**src/pulse_gen_pkg.sv**
```systemverilog
package pulse_gen_pkg;

    // ########################################################################
    // Widths
    // ########################################################################

    localparam int addr_w   = 16;                   // Wishbone byte address
    localparam int data_w   = 32;                   // Wishbone data bus
    localparam int period_w = 32;                   // Ticks per period
    localparam int shift_w  = 4;                    // Prescaler exponent
    localparam int mode_w   = 3;
    localparam int width_w  = 8;                    // Pulse high time in ticks
    localparam int count_w  = 16;                   // Emitted pulse counter

    // Prescaler counter must reach 2**15 - 1
    localparam int presc_w  = 2**shift_w - 1;

    localparam int cmd_trig_bit = 0;                // Trigger bit in reg_cmd

    // ########################################################################
    // Encodings
    // ########################################################################

    typedef enum logic [addr_w-1:0] {
        reg_period = 16'h0000,
        reg_ctrl   = 16'h0004,
        reg_status = 16'h0008,                      // Read only
        reg_cmd    = 16'h000C                       // Write only, reads zero
    } pg_addr_e;

    // Codes 3 to 7 reserved, treated as off
    typedef enum logic [mode_w-1:0] {
        mode_off        = 3'd0,
        mode_single     = 3'd1,
        mode_continuous = 3'd2
    } pg_mode_e;

    // ########################################################################
    // Bundles
    // ########################################################################

    // Master to slave
    typedef struct packed {
        logic [addr_w-1:0] adr;
        logic [data_w-1:0] dat;
        logic              we;
        logic              stb;
        logic              cyc;
    } wb_req_t;

    // Slave to master
    typedef struct packed {
        logic [data_w-1:0] dat;
        logic              ack;
    } wb_rsp_t;

    // Register bank to both pipeline stages
    typedef struct packed {
        logic [period_w-1:0] period;                // reg_period
        logic [width_w-1:0]  width;                 // ctrl[15:8]
        logic                enable;                // ctrl[7]
        pg_mode_e            mode;                  // ctrl[6:4]
        logic [shift_w-1:0]  shift;                 // ctrl[3:0]
    } pg_cfg_t;

    // Shaper back to register bank
    typedef struct packed {
        logic               busy;                   // status[16]
        logic [count_w-1:0] count;                  // status[15:0]
    } pg_status_t;

endpackage

```
**src/pulse_gen_top.sv**
```systemverilog
module pulse_gen_top (
    input  logic                   clk,
    input  logic                   arst_n,
    input  pulse_gen_pkg::wb_req_t wb_req,
    output pulse_gen_pkg::wb_rsp_t wb_rsp,
    output logic                   pulse_out
);

    pulse_gen_pkg::pg_cfg_t    cfg;
    pulse_gen_pkg::pg_status_t status;
    logic                      trigger;
    logic                      tick;

    // ########################################################################
    // Register bank
    // ########################################################################

    pulse_regs pulse_regs_i (
        .clk     (clk),
        .arst_n  (arst_n),
        .wb_req  (wb_req),
        .wb_rsp  (wb_rsp),
        .status  (status),
        .cfg     (cfg),
        .trigger (trigger)
    );

    // ########################################################################
    // Pipeline stages
    // ########################################################################

    pulse_tick pulse_tick_i (
        .clk    (clk),
        .arst_n (arst_n),
        .cfg    (cfg),
        .tick   (tick)                              // Timebase to shaper
    );

    pulse_shaper pulse_shaper_i (
        .clk       (clk),
        .arst_n    (arst_n),
        .cfg       (cfg),
        .tick      (tick),
        .trigger   (trigger),
        .status    (status),                        // Back to reg_status
        .pulse_out (pulse_out)
    );

endmodule

```
**src/pulse_regs.sv**
```systemverilog
module pulse_regs (
    input  logic                    clk,
    input  logic                    arst_n,
    input  pulse_gen_pkg::wb_req_t  wb_req,
    output pulse_gen_pkg::wb_rsp_t  wb_rsp,
    input  pulse_gen_pkg::pg_status_t status,
    output pulse_gen_pkg::pg_cfg_t  cfg,
    output logic                    trigger
);

    pulse_gen_pkg::pg_cfg_t               cfg_q;
    logic                                 ack_q;
    logic                                 trigger_q;
    logic [pulse_gen_pkg::data_w-1:0]     rdata_d;
    logic [pulse_gen_pkg::data_w-1:0]     rdata_q;
    logic                                 accept;
    logic                                 wr_en;

    // ########################################################################
    // Bus handshake
    // ########################################################################

    // A request is never taken again on its own ack cycle
    assign accept = wb_req.cyc && wb_req.stb && !ack_q;
    assign wr_en  = accept && wb_req.we;

    always_ff @(posedge clk or negedge arst_n) begin
        if (!arst_n) begin
            ack_q <= 1'b0;
        end else begin
            ack_q <= accept;                        // Fixed one clock latency
        end
    end

    // ########################################################################
    // Write side
    // ########################################################################

    always_ff @(posedge clk or negedge arst_n) begin
        if (!arst_n) begin
            cfg_q     <= '0;
            trigger_q <= 1'b0;
        end else begin
            trigger_q <= 1'b0;                      // Self clearing
            if (wr_en) begin
                case (wb_req.adr)
                    pulse_gen_pkg::reg_period: begin
                        cfg_q.period <= wb_req.dat;
                    end
                    pulse_gen_pkg::reg_ctrl: begin
                        cfg_q.shift  <= wb_req.dat[3:0];
                        cfg_q.mode   <= pulse_gen_pkg::pg_mode_e'(wb_req.dat[6:4]);
                        cfg_q.enable <= wb_req.dat[7];
                        cfg_q.width  <= wb_req.dat[15:8];
                    end
                    pulse_gen_pkg::reg_cmd: begin
                        trigger_q <= wb_req.dat[pulse_gen_pkg::cmd_trig_bit];
                    end
                    default: begin
                        // Status and unmapped writes are dropped
                    end
                endcase
            end
        end
    end

    // ########################################################################
    // Read side
    // ########################################################################

    always_comb begin
        rdata_d = '0;
        case (wb_req.adr)
            pulse_gen_pkg::reg_period: begin
                rdata_d = cfg_q.period;
            end
            pulse_gen_pkg::reg_ctrl: begin
                rdata_d[15:0] = {cfg_q.width, cfg_q.enable, cfg_q.mode, cfg_q.shift};
            end
            pulse_gen_pkg::reg_status: begin
                rdata_d[16:0] = {status.busy, status.count};
            end
            default: begin
                rdata_d = '0;                       // reg_cmd and holes
            end
        endcase
    end

    always_ff @(posedge clk or negedge arst_n) begin
        if (!arst_n) begin
            rdata_q <= '0;
        end else if (accept) begin
            rdata_q <= rdata_d;                     // Held through the ack cycle
        end
    end

    assign wb_rsp.dat = rdata_q;
    assign wb_rsp.ack = ack_q;
    assign cfg        = cfg_q;
    assign trigger    = trigger_q;

    // Ack only answers a request seen on the previous edge
    ack_follows_req : assert property (
        @(posedge clk) disable iff (!arst_n)
        ack_q |-> $past(wb_req.cyc && wb_req.stb)
    );

    ack_single_clock : assert property (
        @(posedge clk) disable iff (!arst_n)
        ack_q |=> !ack_q
    );

endmodule

```
**src/pulse_shaper.sv**
```systemverilog
module pulse_shaper (
    input  logic                       clk,
    input  logic                       arst_n,
    input  pulse_gen_pkg::pg_cfg_t     cfg,
    input  logic                       tick,
    input  logic                       trigger,
    output pulse_gen_pkg::pg_status_t  status,
    output logic                       pulse_out
);

    pulse_gen_pkg::pg_mode_e                mode_q;
    logic [pulse_gen_pkg::period_w-1:0]     tick_cnt_q;
    logic [pulse_gen_pkg::period_w-1:0]     next_cnt;
    logic [pulse_gen_pkg::period_w-1:0]     last_tick;
    logic [pulse_gen_pkg::count_w-1:0]      count_q;
    logic                                   busy_q;
    logic                                   pend_q;
    logic                                   pulse_q;
    logic                                   is_single;
    logic                                   is_cont;
    logic                                   stop;
    logic                                   wrap;
    logic                                   start;

    // ########################################################################
    // Mode decode and period control
    // ########################################################################

    assign is_single = cfg.enable && (cfg.mode == pulse_gen_pkg::mode_single);
    assign is_cont   = cfg.enable && (cfg.mode == pulse_gen_pkg::mode_continuous);

    // Reserved codes fall out here as well
    assign stop = !(is_single || is_cont) || (cfg.mode != mode_q);

    // Period of zero runs as one tick
    assign last_tick = (cfg.period == '0) ? '0 : cfg.period - 1'b1;
    assign next_cnt  = tick_cnt_q + 1'b1;

    assign wrap  = busy_q && tick && (tick_cnt_q >= last_tick);
    assign start = tick && ((!busy_q && (is_cont || pend_q)) || (wrap && is_cont));

    always_ff @(posedge clk or negedge arst_n) begin
        if (!arst_n) begin
            mode_q     <= pulse_gen_pkg::mode_off;
            tick_cnt_q <= '0;
            count_q    <= '0;
            busy_q     <= 1'b0;
            pend_q     <= 1'b0;
            pulse_q    <= 1'b0;
        end else begin
            mode_q <= cfg.mode;
            if (stop) begin
                busy_q     <= 1'b0;
                pend_q     <= 1'b0;
                pulse_q    <= 1'b0;
                tick_cnt_q <= '0;
            end else begin
                if (trigger && is_single && !busy_q) begin
                    pend_q <= 1'b1;                 // Waits for next tick
                end
                if (start) begin
                    busy_q     <= 1'b1;
                    pend_q     <= 1'b0;
                    tick_cnt_q <= '0;
                    pulse_q    <= (cfg.width != '0);
                    count_q    <= count_q + 1'b1;   // Wraps at 16 bits
                end else if (wrap) begin
                    busy_q     <= 1'b0;             // Single shot done
                    pulse_q    <= 1'b0;
                    tick_cnt_q <= '0;
                end else if (busy_q && tick) begin
                    tick_cnt_q <= next_cnt;
                    pulse_q    <= (next_cnt < pulse_gen_pkg::period_w'(cfg.width));
                end
            end
        end
    end

    assign status.count = count_q;
    assign status.busy  = busy_q;
    assign pulse_out    = pulse_q;

    // Output must be gone one clock after enable drops
    pulse_off_when_disabled : assert property (
        @(posedge clk) disable iff (!arst_n)
        !$past(cfg.enable) |-> !pulse_out
    );

endmodule

```
**src/pulse_tick.sv**
```systemverilog
module pulse_tick (
    input  logic                   clk,
    input  logic                   arst_n,
    input  pulse_gen_pkg::pg_cfg_t cfg,
    output logic                   tick
);

    logic [pulse_gen_pkg::presc_w-1:0] cnt_q;
    logic [pulse_gen_pkg::presc_w-1:0] limit;
    logic                              tick_q;
    logic                              at_limit;

    // Terminal count is 2**shift - 1, low shift bits set
    assign limit = ~({pulse_gen_pkg::presc_w{1'b1}} << cfg.shift);

    // >= covers a shift lowered while the counter is above the new limit
    assign at_limit = (cnt_q >= limit);

    always_ff @(posedge clk or negedge arst_n) begin
        if (!arst_n) begin
            cnt_q  <= '0;
            tick_q <= 1'b0;
        end else if (!cfg.enable) begin
            cnt_q  <= '0;                           // Timebase restarts on enable
            tick_q <= 1'b0;
        end else begin
            tick_q <= at_limit;
            if (at_limit) begin
                cnt_q <= '0;
            end else begin
                cnt_q <= cnt_q + 1'b1;
            end
        end
    end

    assign tick = tick_q;

endmodule

```
**config.mk**
```make
export PLATFORM = sky130hd
export DESIGN_NAME = pulse_gen_top
export DESIGN_NICKNAME = d
export VERILOG_FILES = /design/src/pulse_gen_pkg.sv /design/src/pulse_gen_top.sv /design/src/pulse_regs.sv /design/src/pulse_shaper.sv /design/src/pulse_tick.sv
export SDC_FILE = /design/constraint.sdc
export NUM_CORES = 1
export LEC_CHECK = 0
export BUFFER_PORTS_ARGS = -buffer_cell sky130_fd_sc_hd__buf_4
export CAP_MARGIN = 20
export CORE_ASPECT_RATIO = 0.7
export CORE_UTILIZATION = 60
export DETAILED_ROUTE_END_ITERATION = 10
export PLACE_DENSITY_LB_ADDON = 0.05
export RECOVER_POWER = 25
export SETUP_SLACK_MARGIN = 0.02
export SLEW_MARGIN = 5
export SYNTH_ARGS = -nofsm -noshare
export SYNTH_HDL_FRONTEND = slang
export SYNTH_HIERARCHICAL = 1
export SYNTH_SLANG_ARGS = --single-unit
```
**constraint.sdc**
```tcl
create_clock -name clk -period 4.88 [get_ports clk]
set_input_delay 0.976 -clock clk [delete_from_list [all_inputs] [get_ports clk]]
set_output_delay 0.976 -clock clk [all_outputs]
set_load 0.005 [all_outputs]
```
# Yosys cells after proc, flatten, opt, wreduce, memory -nomap -nowiden
# Cells that the tools add are included.
totals:
  ff_bits: 152
  inputBits: 53
  output_inout_bits: 34
  wordCells: 83
op_classes:
  add_sub_neg: 4
  magnitude_cmp: 3
  n_eq_ne: 6
  shift: 1
  mux: 23
  bitwise_logic: 2
  reduce_logical: 28
op_table:
  columns: ["op", "count"]
  rows:
  - ["$mux 32", 5]
  - ["$pmux 16 s3", 1]
  - ["$mux 15", 3]
  - ["$add 32x1->32 const B", 1]
  - ["$eq 16x4->1 const B", 2]
  - ["$ge 32x32->1", 1]
  - ["$logic_not 32->1", 1]
  - ["$lt 32x8->1", 1]
  - ["$sub 32x1->32 const B", 1]
  - ["$add 16x1->16 const B", 1]
  - ["$eq 16x3->1 const B", 1]
  - ["$logic_not 16->1", 1]
  - ["$add 15x1->15 const B", 1]
  - ["$ge 15x15->1", 1]
  - ["$not 15->15", 1]
  - ["$shl 15x4->15 const A", 1]
  - ["$mux 1", 13]
  - ["$logic_and 1x1->1", 12]
  - ["$reduce_bool 8->1", 1]
  - ["$reduce_and 2->1", 3]
  - ["$reduce_bool 3->1", 2]
  - ["$logic_or 1x1->1", 4]
  - ["$reduce_bool 4->1", 1]
  - ["$eq 3x1->1 const B", 1]
  - ["other kinds (5)", 7]

# Logic depth before layout (Yosys ltp)
# Gate-level depths: netlist of run 1.
depth:
  word_depth: 9
  depth_mapped: 20
  ltp_nobuf: 17

# Hierarchy
# The synthesis of run 1 kept the hierarchy.
modules_own_cells:
  columns: ["mod", "n_inst", "cells_per_inst", "area_each_um2", "seq_area_each_um2"]
  rows:
  - ["pulse_shaper", 1, 623, 5116.2, 1351.3]
  - ["pulse_regs", 1, 279, 3497.1, 2052.0]
  - ["pulse_tick", 1, 134, 1228.7, 400.4]

# Worst setup path after synthesis of run 1
# No wires, ideal clock.
synth_timing:
  path_kind: "reg-to-reg"
  startpoint: "register pulse_regs_i.cfg_q (netlist bit pulse_regs_i/cfg[21])"
  endpoint: "register pulse_shaper_i/tick_cnt_q[21] (netlist bit)"
  setup_time_ps: 135
  arrival_ps: 4198
  required_ps: 4745
  slack_ps: 547
  path_stages_with_launch: 19
  path_buffers: 4
  period_less_slack_ps: 4333
  cell_sequence: "dfrtp_1 -> or4_4 -> buf_6 -> or4_4 -> buf_6 -> nor4_4 -> nand3b_2 -> nor4_4 -> xor2_1 -> nand2_1 -> ha_1 -> nand4_1 -> or4_1 -> a31oi_4 -> nor4_1 -> buf_2 -> buf_2 -> a22oi_1 -> o31ai_1"
synth_via:
  elab_chain_cells: 9
  word_cells_on_any_way: 12
  classes_between: "add/sub (1); order compare (1); mux (4); reduce/logical (6)"
synth_rtl:
  columns: ["element", "line_no", "rtl"]
  rows:
  - ["start, declared", "pulse_regs.sv:11", "pulse_gen_pkg::pg_cfg_t cfg_q;"]
  - ["$sub 32x1->32 / $logic_not 32->1 (equally long branches)", "pulse_shaper.sv:36", "assign last_tick = (cfg.period == '0) ? '0 : cfg.period - 1'b1;"]
  - ["$mux 32 (*)", "pulse_shaper.sv:36", null]
  - ["$ge 32x32->1 (*)", "pulse_shaper.sv:39", "assign wrap = busy_q && tick && (tick_cnt_q >= last_tick);"]
  - ["$logic_and 1x1->1 (*)", "pulse_shaper.sv:39", null]
  - ["$logic_and 1x1->1", "pulse_shaper.sv:40", "assign start = tick && ((!busy_q && (is_cont || pend_q)) || (wrap && is_cont));"]
  - ["$logic_or 1x1->1", "pulse_shaper.sv:40", null]
  - ["$logic_and 1x1->1", "pulse_shaper.sv:40", null]
  - ["$mux 32", "pulse_shaper.sv:61", "if (start) begin"]
  - ["$mux 32", "pulse_shaper.sv:52", "if (stop) begin"]
  - ["end signal, assigned", "pulse_shaper.sv:72", "tick_cnt_q <= next_cnt;"]
  - ["end, declared", "pulse_shaper.sv:12", "logic [pulse_gen_pkg::period_w-1:0] tick_cnt_q;"]
# Mark *: on every way between the ends. The rest lies on a longest branch, timed or not.
# A chain may end at the register's enable or synchronous reset.

# Worst setup path in the final report of run 1
layout_timing:
  startpoint: "register pulse_regs_i.cfg_q (netlist bit pulse_regs_i/cfg[21])"
  endpoint: "register pulse_shaper_i/count_q[8] (netlist bit)"
layout_via:
  elab_chain_cells: 8
  word_cells_on_any_way: 9
  classes_between: "add/sub (1); order compare (1); mux (1); reduce/logical (6)"
layout_rtl:
  columns: ["element", "line_no", "rtl"]
  rows:
  - ["$sub 32x1->32 / $logic_not 32->1 (equally long branches)", "pulse_shaper.sv:36", null]
  - ["$mux 32 (*)", "pulse_shaper.sv:36", null]
  - ["$ge 32x32->1 (*)", "pulse_shaper.sv:39", null]
  - ["$logic_and 1x1->1 (*)", "pulse_shaper.sv:39", null]
  - ["$logic_and 1x1->1 (*)", "pulse_shaper.sv:40", null]
  - ["$logic_or 1x1->1 (*)", "pulse_shaper.sv:40", null]
  - ["$logic_and 1x1->1 (*)", "pulse_shaper.sv:40", null]
  - ["$reduce_and 2->1 (no line) (*)", null, null]
  - ["end signal, assigned", "pulse_shaper.sv:66", "count_q <= count_q + 1'b1;"]
  - ["end, declared", "pulse_shaper.sv:15", "logic [pulse_gen_pkg::count_w-1:0] count_q;"]
# Marked as above.

==> impl_results.md, run 1 <==
- Outcome: finished, violations left
- Failing checks: capacitance limit, slew limit
- Slew Limit Fails: 107
- Worst Path Required: roughly 5200 ps
- Rows: 38
- Crit path time final: roughly 4700 ps
- Synth Area in Adders: between 7 and 8%
- Clk sink count: between 150 and 200
- Largest family of logic cells by synthesized area: simple AND/OR/NAND/NOR gates
- DIE HEIGHT: roughly 110 um
- Slew headroom: -76.7%
- Post-DP HPWL: ~18000 um
- Layout cell share with drive strength beyond 1: approximately a fifth
- WL met3: 2300 um
- Filler Cells Inserted: 1189
- Post-synthesis mux area share: between 7 and 8%
- Die area: 16900 sq um
- Pwr/cell area: around 240 nW/um^2
- CTS root buf: clkbuf_16
- Worst-path clk slew: approximately 70 ps
- Synth top area share: between 30 and 40%
- TritonCTS Buffers: 17
- Critical Path Start: pulse_regs_i/cfg[21]$_DFFE_PN0P_
- Crit Path Max Fanout: 15
- Placed cells: about 1300
- Vias per cell: 6.31
- Final hold viol count: 0
- DRC viols: 0
- Final Skew: between 9 and 10 ps
- Most common cell after layout, fill and taps aside: dfrtp_1
- First-pass iteration count of the detailed router: 6
- Fin cells: 1341
- Compound-gate portion of the synthesized area: a little over an eighth
- Hold Crit Class: reg2reg
- R2r worst-path depth: 15
- Post-route ant nets: 0
- Multi-input gate area: 5630 sq um
- RePlAce Congestion: 0.912
- Fmax: ~210 MHz
- Number of I/O pins: 87
- Setup crit end kind: flip-flop
- Max clock buf depth: 2
- PortBufs: 86
- Via count: 8467
- Crit path DAT: 5050 ps
- Final Cycle Share: between 90% and 100%
- Overall routing resource usage: 32.6%
- Area Growth Syn to Fin: 14.4%
- Routed wire per std cell: roughly 20 um
- Warnings from Yosys: 6
- Largest net degree at the start of global routing: around 110
- Crit Path Class: reg2reg
- Clk_lat worst skew: 430 ps
- Post-synthesis simple-gate area fraction: approximately 23%
- Most frequent cells in the layout: 152 x dfrtp_1, 131 x nand2_1, 106 x buf_4
- Flop-to-flop setup slack: around 190 ps
- Leak pwr: ~0.0051 uW
- Avg Inst Size Synth: 9.50 sq um
- Post-synth top flop: dfrtp_1
- First-pass GRT wire length: around 42000 um
- Register area: roughly 3800 sq um
- Synth Area in XOR/XNOR: 5.70%
- CTS tree: done
- Post-synth ARST share: 100%
- Initial antenna violation count: 0
- Vias in the first global route: 7811
- Worst setup SP type: flip-flop
- #FFs+latches synth: 152
- H-tree depth: 4
- Peak supply drop: roughly 0.19 mV
- Worst R2R End: pulse_shaper_i/count_q[8]$_DFFE_PN0P_
- Cell count after synthesis: 1036
- Total grt overflow: 0
- Initial core utilization: a little over three fifths
- Nets: roughly 1200
- Die width: 155 um
- Worst r2r src: pulse_regs_i/cfg[21]$_DFFE_PN0P_
- Final WL: approximately 26000 um
- Wire length on met2: around 11000 um
- Slew of the pin with the lowest slew margin: about 2700 ps
- Final Power: 2660 uW
- Wl on met1: approximately 12000 um
- Synth cell types: 74
- Max Cap Viol: 1
- Final Setup Violations: 0
- Core Region: around 16000 sq um
- Top post-synthesis cells by area: dfrtp_1 39%, ha_1 7.5%, nand2_1 5.0%
- Setup TNS: 0 ps
- Synth Net Count: 1148
- Critical Path Sink: pulse_shaper_i/count_q[8]$_DFFE_PN0P_
- Seq/Total Area, Yosys: a little under 40%
- Synth area leader: dfrtp_1
- Cell Area, Synth: 9840 sq um
- Detailed router's first-iteration violation count: ~900
- Post-synth EDFFs: 0
- ANT cells: 0
- Top sig layer: met4
## routing by layer
layer	vias to the layer above	GRT usage (%)
li1	3964	-
met1	4090	47.8
met2	367	46.5
met3	46	9.30
met4	0	9.55
met5	-	0
## synthesized netlist by cell type, drive strengths merged (3+ instances only)
cell type  number
clkbuf         33
nand2         131
or4            11
nand4          33
xnor2          33
buf            23
a21oi          66
a41oi           3
xor2           31
a21o            8
o211ai          4
o31ai           5
nor4bb          4
nor3           31
a31oi          21
inv            38
or4b            3
nor4           50
nand2b          9
mux2i           8
dfrtp         152
mux2           52
a22oi          36
nand3b          8
ha             59
nand3          56
and2            7
and3            8
a211oi          5
nor2b           4
o21ai          31
o21a            7
nor3b           4
or3             9
nor2           33
## worst min-delay path by stage
| stage | start | endpoint | slack (ps) | cells after the start |
|---|---|---|---|---|
| 5_1_grt | pulse_regs_i/rdata_q[17]$_DFFE_PN0N_ | pulse_regs_i/rdata_q[17]$_DFFE_PN0N_ | 500 | 2 |
| 2_1_floorplan | pulse_regs_i/cfg[6]$_DFFE_PN0P_ | pulse_shaper_i/mode_q[2]$_DFF_PN0_ | 430 | 0 |
| 3_5_place_dp | pulse_regs_i/rdata_q[28]$_DFFE_PN0N_ | pulse_regs_i/rdata_q[28]$_DFFE_PN0N_ | 460 | 2 |
| 3_3_place_gp | pulse_regs_i/rdata_q[17]$_DFFE_PN0N_ | pulse_regs_i/rdata_q[17]$_DFFE_PN0N_ | 460 | 2 |
| 6_report | pulse_regs_i/rdata_q[28]$_DFFE_PN0N_ | pulse_regs_i/rdata_q[28]$_DFFE_PN0N_ | 480 | 2 |
| 4_1_cts | pulse_regs_i/rdata_q[28]$_DFFE_PN0N_ | pulse_regs_i/rdata_q[28]$_DFFE_PN0N_ | 480 | 2 |
## registers in the layout, indices dropped and copies added (netlist names)
register                   cells
pulse_regs_i/cfg              48
pulse_shaper_i/tick_cnt_q     32
pulse_shaper_i/count_q        16
pulse_shaper_i/pulse_out       1
pulse_tick_i/cnt_q            15
pulse_shaper_i/busy_q          1
pulse_tick_i/tick              1
pulse_regs_i/ack_q             1
pulse_regs_i/trigger           1
pulse_shaper_i/pend_q          1
pulse_regs_i/rdata_q          32
pulse_shaper_i/mode_q          3
## report_power, final
group	switching [uW]	total [uW]	internal, uW
combinational	55.9	92.7	36.8
clock	581	1310	728
sequential	0.312	1260	1260
## logic make-up (layout without fill, tap and decap cells)
family                     Yosys count  count (layout)
and+or+nand+nor                    407             407
muxes                               60              60
buffers and inverters               95             180
xor gates and xnor gates            64              64
adders and majority gates           59              59
DFF                                152             152
AOI/OAI and AO/OA                  199             199
## through the flow
stage	cell area [sq um]	setup slack (ps)	utilization [%]	hold slack, ps
finish	11300	185	71.5	484
global route	11300	-20.5	71.5	503
CTS	11200	259	71.3	482
detailed placement	10600	285	67.6	461
global placement	10600	393	67.6	456
floorplan	9840	547	-	431
## worst max-delay path, stage by stage, from the launching register on
cell      delay (ps)
dfrtp_1          430
or4_4            600
or4_4            500
nor4_4           420
nand3b_2         160
nor4_4           160
xor2_1           160
nand2_1           80
ha_1             300
nand4_1          110
or4_4            570
a31oi_4          220
o311ai_4         140
buf_4            250
nor4_1           340
xor2_1           180
## area by class of cell
class                      count  area share, %
inverter                      39           1.30
tap                          220           2.44
clock inverter                14           1.24
multi-input combinational    789           50.0
clock buffer                  18           3.90
timing repair buffer         109           7.32
sequential                   152           33.8
## repair_timing
| item | CTS | global route |
|---|---|---|
| setup buffers | 0 | 3 |
| gates resized for setup | 0 | 4 |
| endpoints found under the setup margin | 0 | 5 |
| hold buffers | 0 | 0 |
Note: power is estimated with default switching activity, not from simulation.
==> run 2, diff against run 1 <==
--- a/config.mk
+++ b/config.mk
@@ -8,7 +8,7 @@
 export BUFFER_PORTS_ARGS = -buffer_cell sky130_fd_sc_hd__buf_4
 export CAP_MARGIN = 20
 export CORE_ASPECT_RATIO = 0.7
-export CORE_UTILIZATION = 60
+export CORE_UTILIZATION = 38
 export DETAILED_ROUTE_END_ITERATION = 10
 export PLACE_DENSITY_LB_ADDON = 0.05
 export RECOVER_POWER = 25
==> constraint.sdc (replaced) <==
create_clock -name clk -period 4 [get_ports clk]
set_input_delay 0.8 -clock clk [delete_from_list [all_inputs] [get_ports clk]]
set_output_delay 0.8 -clock clk [all_outputs]
set_load 0.005 [all_outputs]
==> run 2 against run 1 <==
The flow finishes with violations (capacitance limit, slew limit, setup timing). Sequential share of layout area shrank 3.0 points. Clock power rose by 33%. Non-clock buffer count is 84 higher. Cell count up 14%. Setup slack got worse by 580 ps. Wire length grew 14%. First-iteration DRC count decreased by 34%. Combinational power rose by 29%. Critical path depth up 4. Final area up 9.8%.
==> impl_results.md, run 2 (synthesis results as in run 1) <==
- Outcome: finished, violations left
- Failing checks: capacitance limit, slew limit, setup timing
- Final WL: 30000 um (+14%)
- Slew headroom: -30.6% (+46 points)
- DIE HEIGHT: 137 um (+25%)
- Die area: 26600 sq um (+57%)
- R2r worst-path depth: 19 (+4)
- Post-route ant nets: 0 (unchanged)
- RePlAce Congestion: 0.865 (-5.1%)
- Number of flip-flops in the largest register: 48 (unchanged)
- Layout cell share with drive strength beyond 1: 29.3% (+8.4 points)
- DRC viols: 0 (unchanged)
- Hold depth: 1 (-1)
- Worst-path clk slew: 70 ps (about the same)
- Area of placed instances: 11500 sq um (+7.9%)
- Largest net degree at the start of global routing: 73 (-32%)
- Crit path time final: 4390 ps (-302 ps)
- Worst Path Required: 4320 ps (-920 ps)
- Post-DP HPWL: 21600 um (+17%)
- Die width: 194 um (+25%)
- Final hold viol count: 0 (unchanged)
- TritonCTS Buffers: 17 (unchanged)
- Net Sw Frac: 22.7% (-1.2 points)
- Initial antenna violation count: 0 (unchanged)
- Critical Path Start: pulse_regs_i/cfg[21]$_DFFE_PN0P_
- Switch Pwr: 771 uW (+21%)
- Hold Crit Start: pulse_shaper_i/count_q[15]$_DFFE_PN0P_
- WHS: 467 ps (-16.6 ps)
- Crit Path Max Fanout: 8 (-7)
- Filler Cells Inserted: 2418 (+100%)
- Leak pwr: 0.00574 uW (+12%)
- Worst r2r src: pulse_regs_i/cfg[21]$_DFFE_PN0P_
- Slew Limit Fails: 72 (-33%)
- Hold Crit Class: reg2reg
- Worst path max stage delay: 570 ps (-30 ps)
- Most common cell after layout, fill and taps aside: buf_4
- First-pass iteration count of the detailed router: 5 (-1)
- Overall routing resource usage: 23.1% (-9.5 points)
- Pwr/cell area: 275 nW/um^2 (+16%)
- CTS root buf: clkbuf_16
- Seq pwr share: 45.3% (-2.1 points)
- Vias in the first global route: 8197 (+4.9%)
- Fmax: 228 MHz (+6.9%)
- Core Region: 25000 sq um (+59%)
- Total grt overflow: 0 (unchanged)
- Final Skew: 12.1 ps (+3.01 ps)
- Nets: 1304 (+6.9%)
- Hold buffers post-CTS: 0 (unchanged)
- Area Growth Syn to Fin: 25.6%
- CTS tree: done
- Detailed router's first-iteration violation count: 606 (-34%)
- Worst setup SP type: flip-flop
- PortBufs: 86 (unchanged)
- Initial core utilization: 39.3% (-23 points)
- Clock power frac: 51.2% (+2.0 points)
- Peak supply drop: 0.289 mV (+54%)
- Internal power of the cells: 2630 uW (+30%)
- Clk_lat worst skew: 440 ps (about the same)
- Vias per cell: 5.57 (-12%)
- RSZ-0062 raised after global routing: yes
- ANT cells: 0 (unchanged)
- Rows: 48 (+26%)
- Setup WS post-layout: -393 ps (-578 ps)
- Final Cycle Share: 110% (+14 points)
- Most frequent cells in the layout: 184 x buf_4, 152 x dfrtp_1, 130 x nand2_1
- Final Setup Violations: 51 (+51)
- Via count: 8514 (+0.56%)
- Crit Path Class: reg2reg
- Crit path DAT: 4720 ps (-330 ps)
- Clk sink count: 152 (unchanged)
- Post-route cell area: 12400 sq um (+9.8%)
- Max Cap Viol: 1 (unchanged)
- Max clock buf depth: 2 (unchanged)
- Number of I/O pins: 87 (unchanged)
- Setup TNS: -13310 ps (-13310 ps)
- H-tree depth: 4 (unchanged)
- Part of the power in combinational logic: 3.5% (about the same)
- First-pass GRT wire length: 47200 um (+12%)
- CP max stage cell: or4_4
- Routed wire per std cell: 19.6 um (+0.39%)
- Slew of the pin with the lowest slew margin: 1960 ps (-692 ps)
- Setup crit end kind: flip-flop
- Crit-path cells: or4_4 > or4_4 > nor4_4 > buf_4 > nand3b_4 > nor4_4 > xor2_1 > nand2_1 > ha_1 > nand4_1 > or4_4 > a31oi_4 > buf_6 > nor4_4 > buf_4 > clkbuf_16 > buf_4 > a21oi_1 > o21ai_1
## run 2: cell count changes in the layout (fill, tap and decap cells not counted), moves of 4 or more
| cell | before | now |
|---|---|---|
| a21oi_1 | 66 | 44 |
| a21oi_2 | 0 | 22 |
| buf_12 | 1 | 5 |
| buf_4 | 106 | 184 |
| nor3_4 | 1 | 6 |
| o21ai_0 | 20 | 16 |
| o21ai_1 | 10 | 14 |
## run 2: repair_timing
action	in CTS	in global routing
buffers inserted	2	8
cloned	0	2
endpoints found under the setup margin	51	51
hold endpoints to repair	0	0
pin swaps	1	3
gates resized for setup	8	19
## run 2: final timing paths
path,to,slack (ps)
worst max-delay path,pulse_shaper_i/tick_cnt_q[9]$_DFFE_PN0P_,-390
worst max register to register,pulse_shaper_i/tick_cnt_q[9]$_DFFE_PN0P_,-390
min in group asynchronous,pulse_regs_i/rdata_q[9]$_DFFE_PN0N_,910
worst min-delay path,pulse_shaper_i/count_q[15]$_DFFE_PN0P_,470
max in group asynchronous,pulse_shaper_i/tick_cnt_q[17]$_DFFE_PN0P_,1820
worst min register to register,pulse_shaper_i/count_q[15]$_DFFE_PN0P_,470
## run 2: layer usage
layer  part of all wire [%]  track usage (%)
met3                    5.1             3.97
met4                   0.70             4.89
met2                     41             33.6
met5                      0                0
met1                     53             35.5
## run 2: critical path, delay by kind of cell (launching register included)
kind	cells	cell delay (ps)
adder cells (fa/ha/maj)	1	290
buffers and inverters	5	780
flip-flops	1	370
AND/OR/NAND/NOR	9	2220
AO/OA/AOI/OAI	3	410
XOR/XNOR	1	210
## run 2: area by class of cell
type | instances | area, sq um | share of cell area [%]
Tap cell | 325 | 407 | 3.29
Timing Repair Buffer | 193 | 1550 | 12.5
Inverter | 39 | 146 | 1.18
Multi-Input combinational cell | 789 | 5860 | 47.4
Clock inverter | 11 | 173 | 1.40
Clock buffer | 19 | 433 | 3.50
Sequential cell | 152 | 3800 | 30.8
## run 2: power by group through the flow
stage / combinational, uW / clock [uW] / sequential, uW
global placement: 122 / 0 / 1570
CTS: 123 / 1780 / 1540
global route: 133 / 1830 / 1540
floorplan: 26.5 / 0 / 1570
finish: 120 / 1740 / 1540
detailed placement: 122 / 0 / 1570
## run 2: through the flow
stage               setup slack (ps)  instances  power (uW)  util [%]
floorplan                       -244       1036        1590         -
global placement                -349       1486        1690      45.9
detailed placement              -408       1486        1690      45.9
CTS                             -373       1518        3440      48.5
global route                    -562       1528        3500      49.4
finish                          -393       1528        3400      49.4
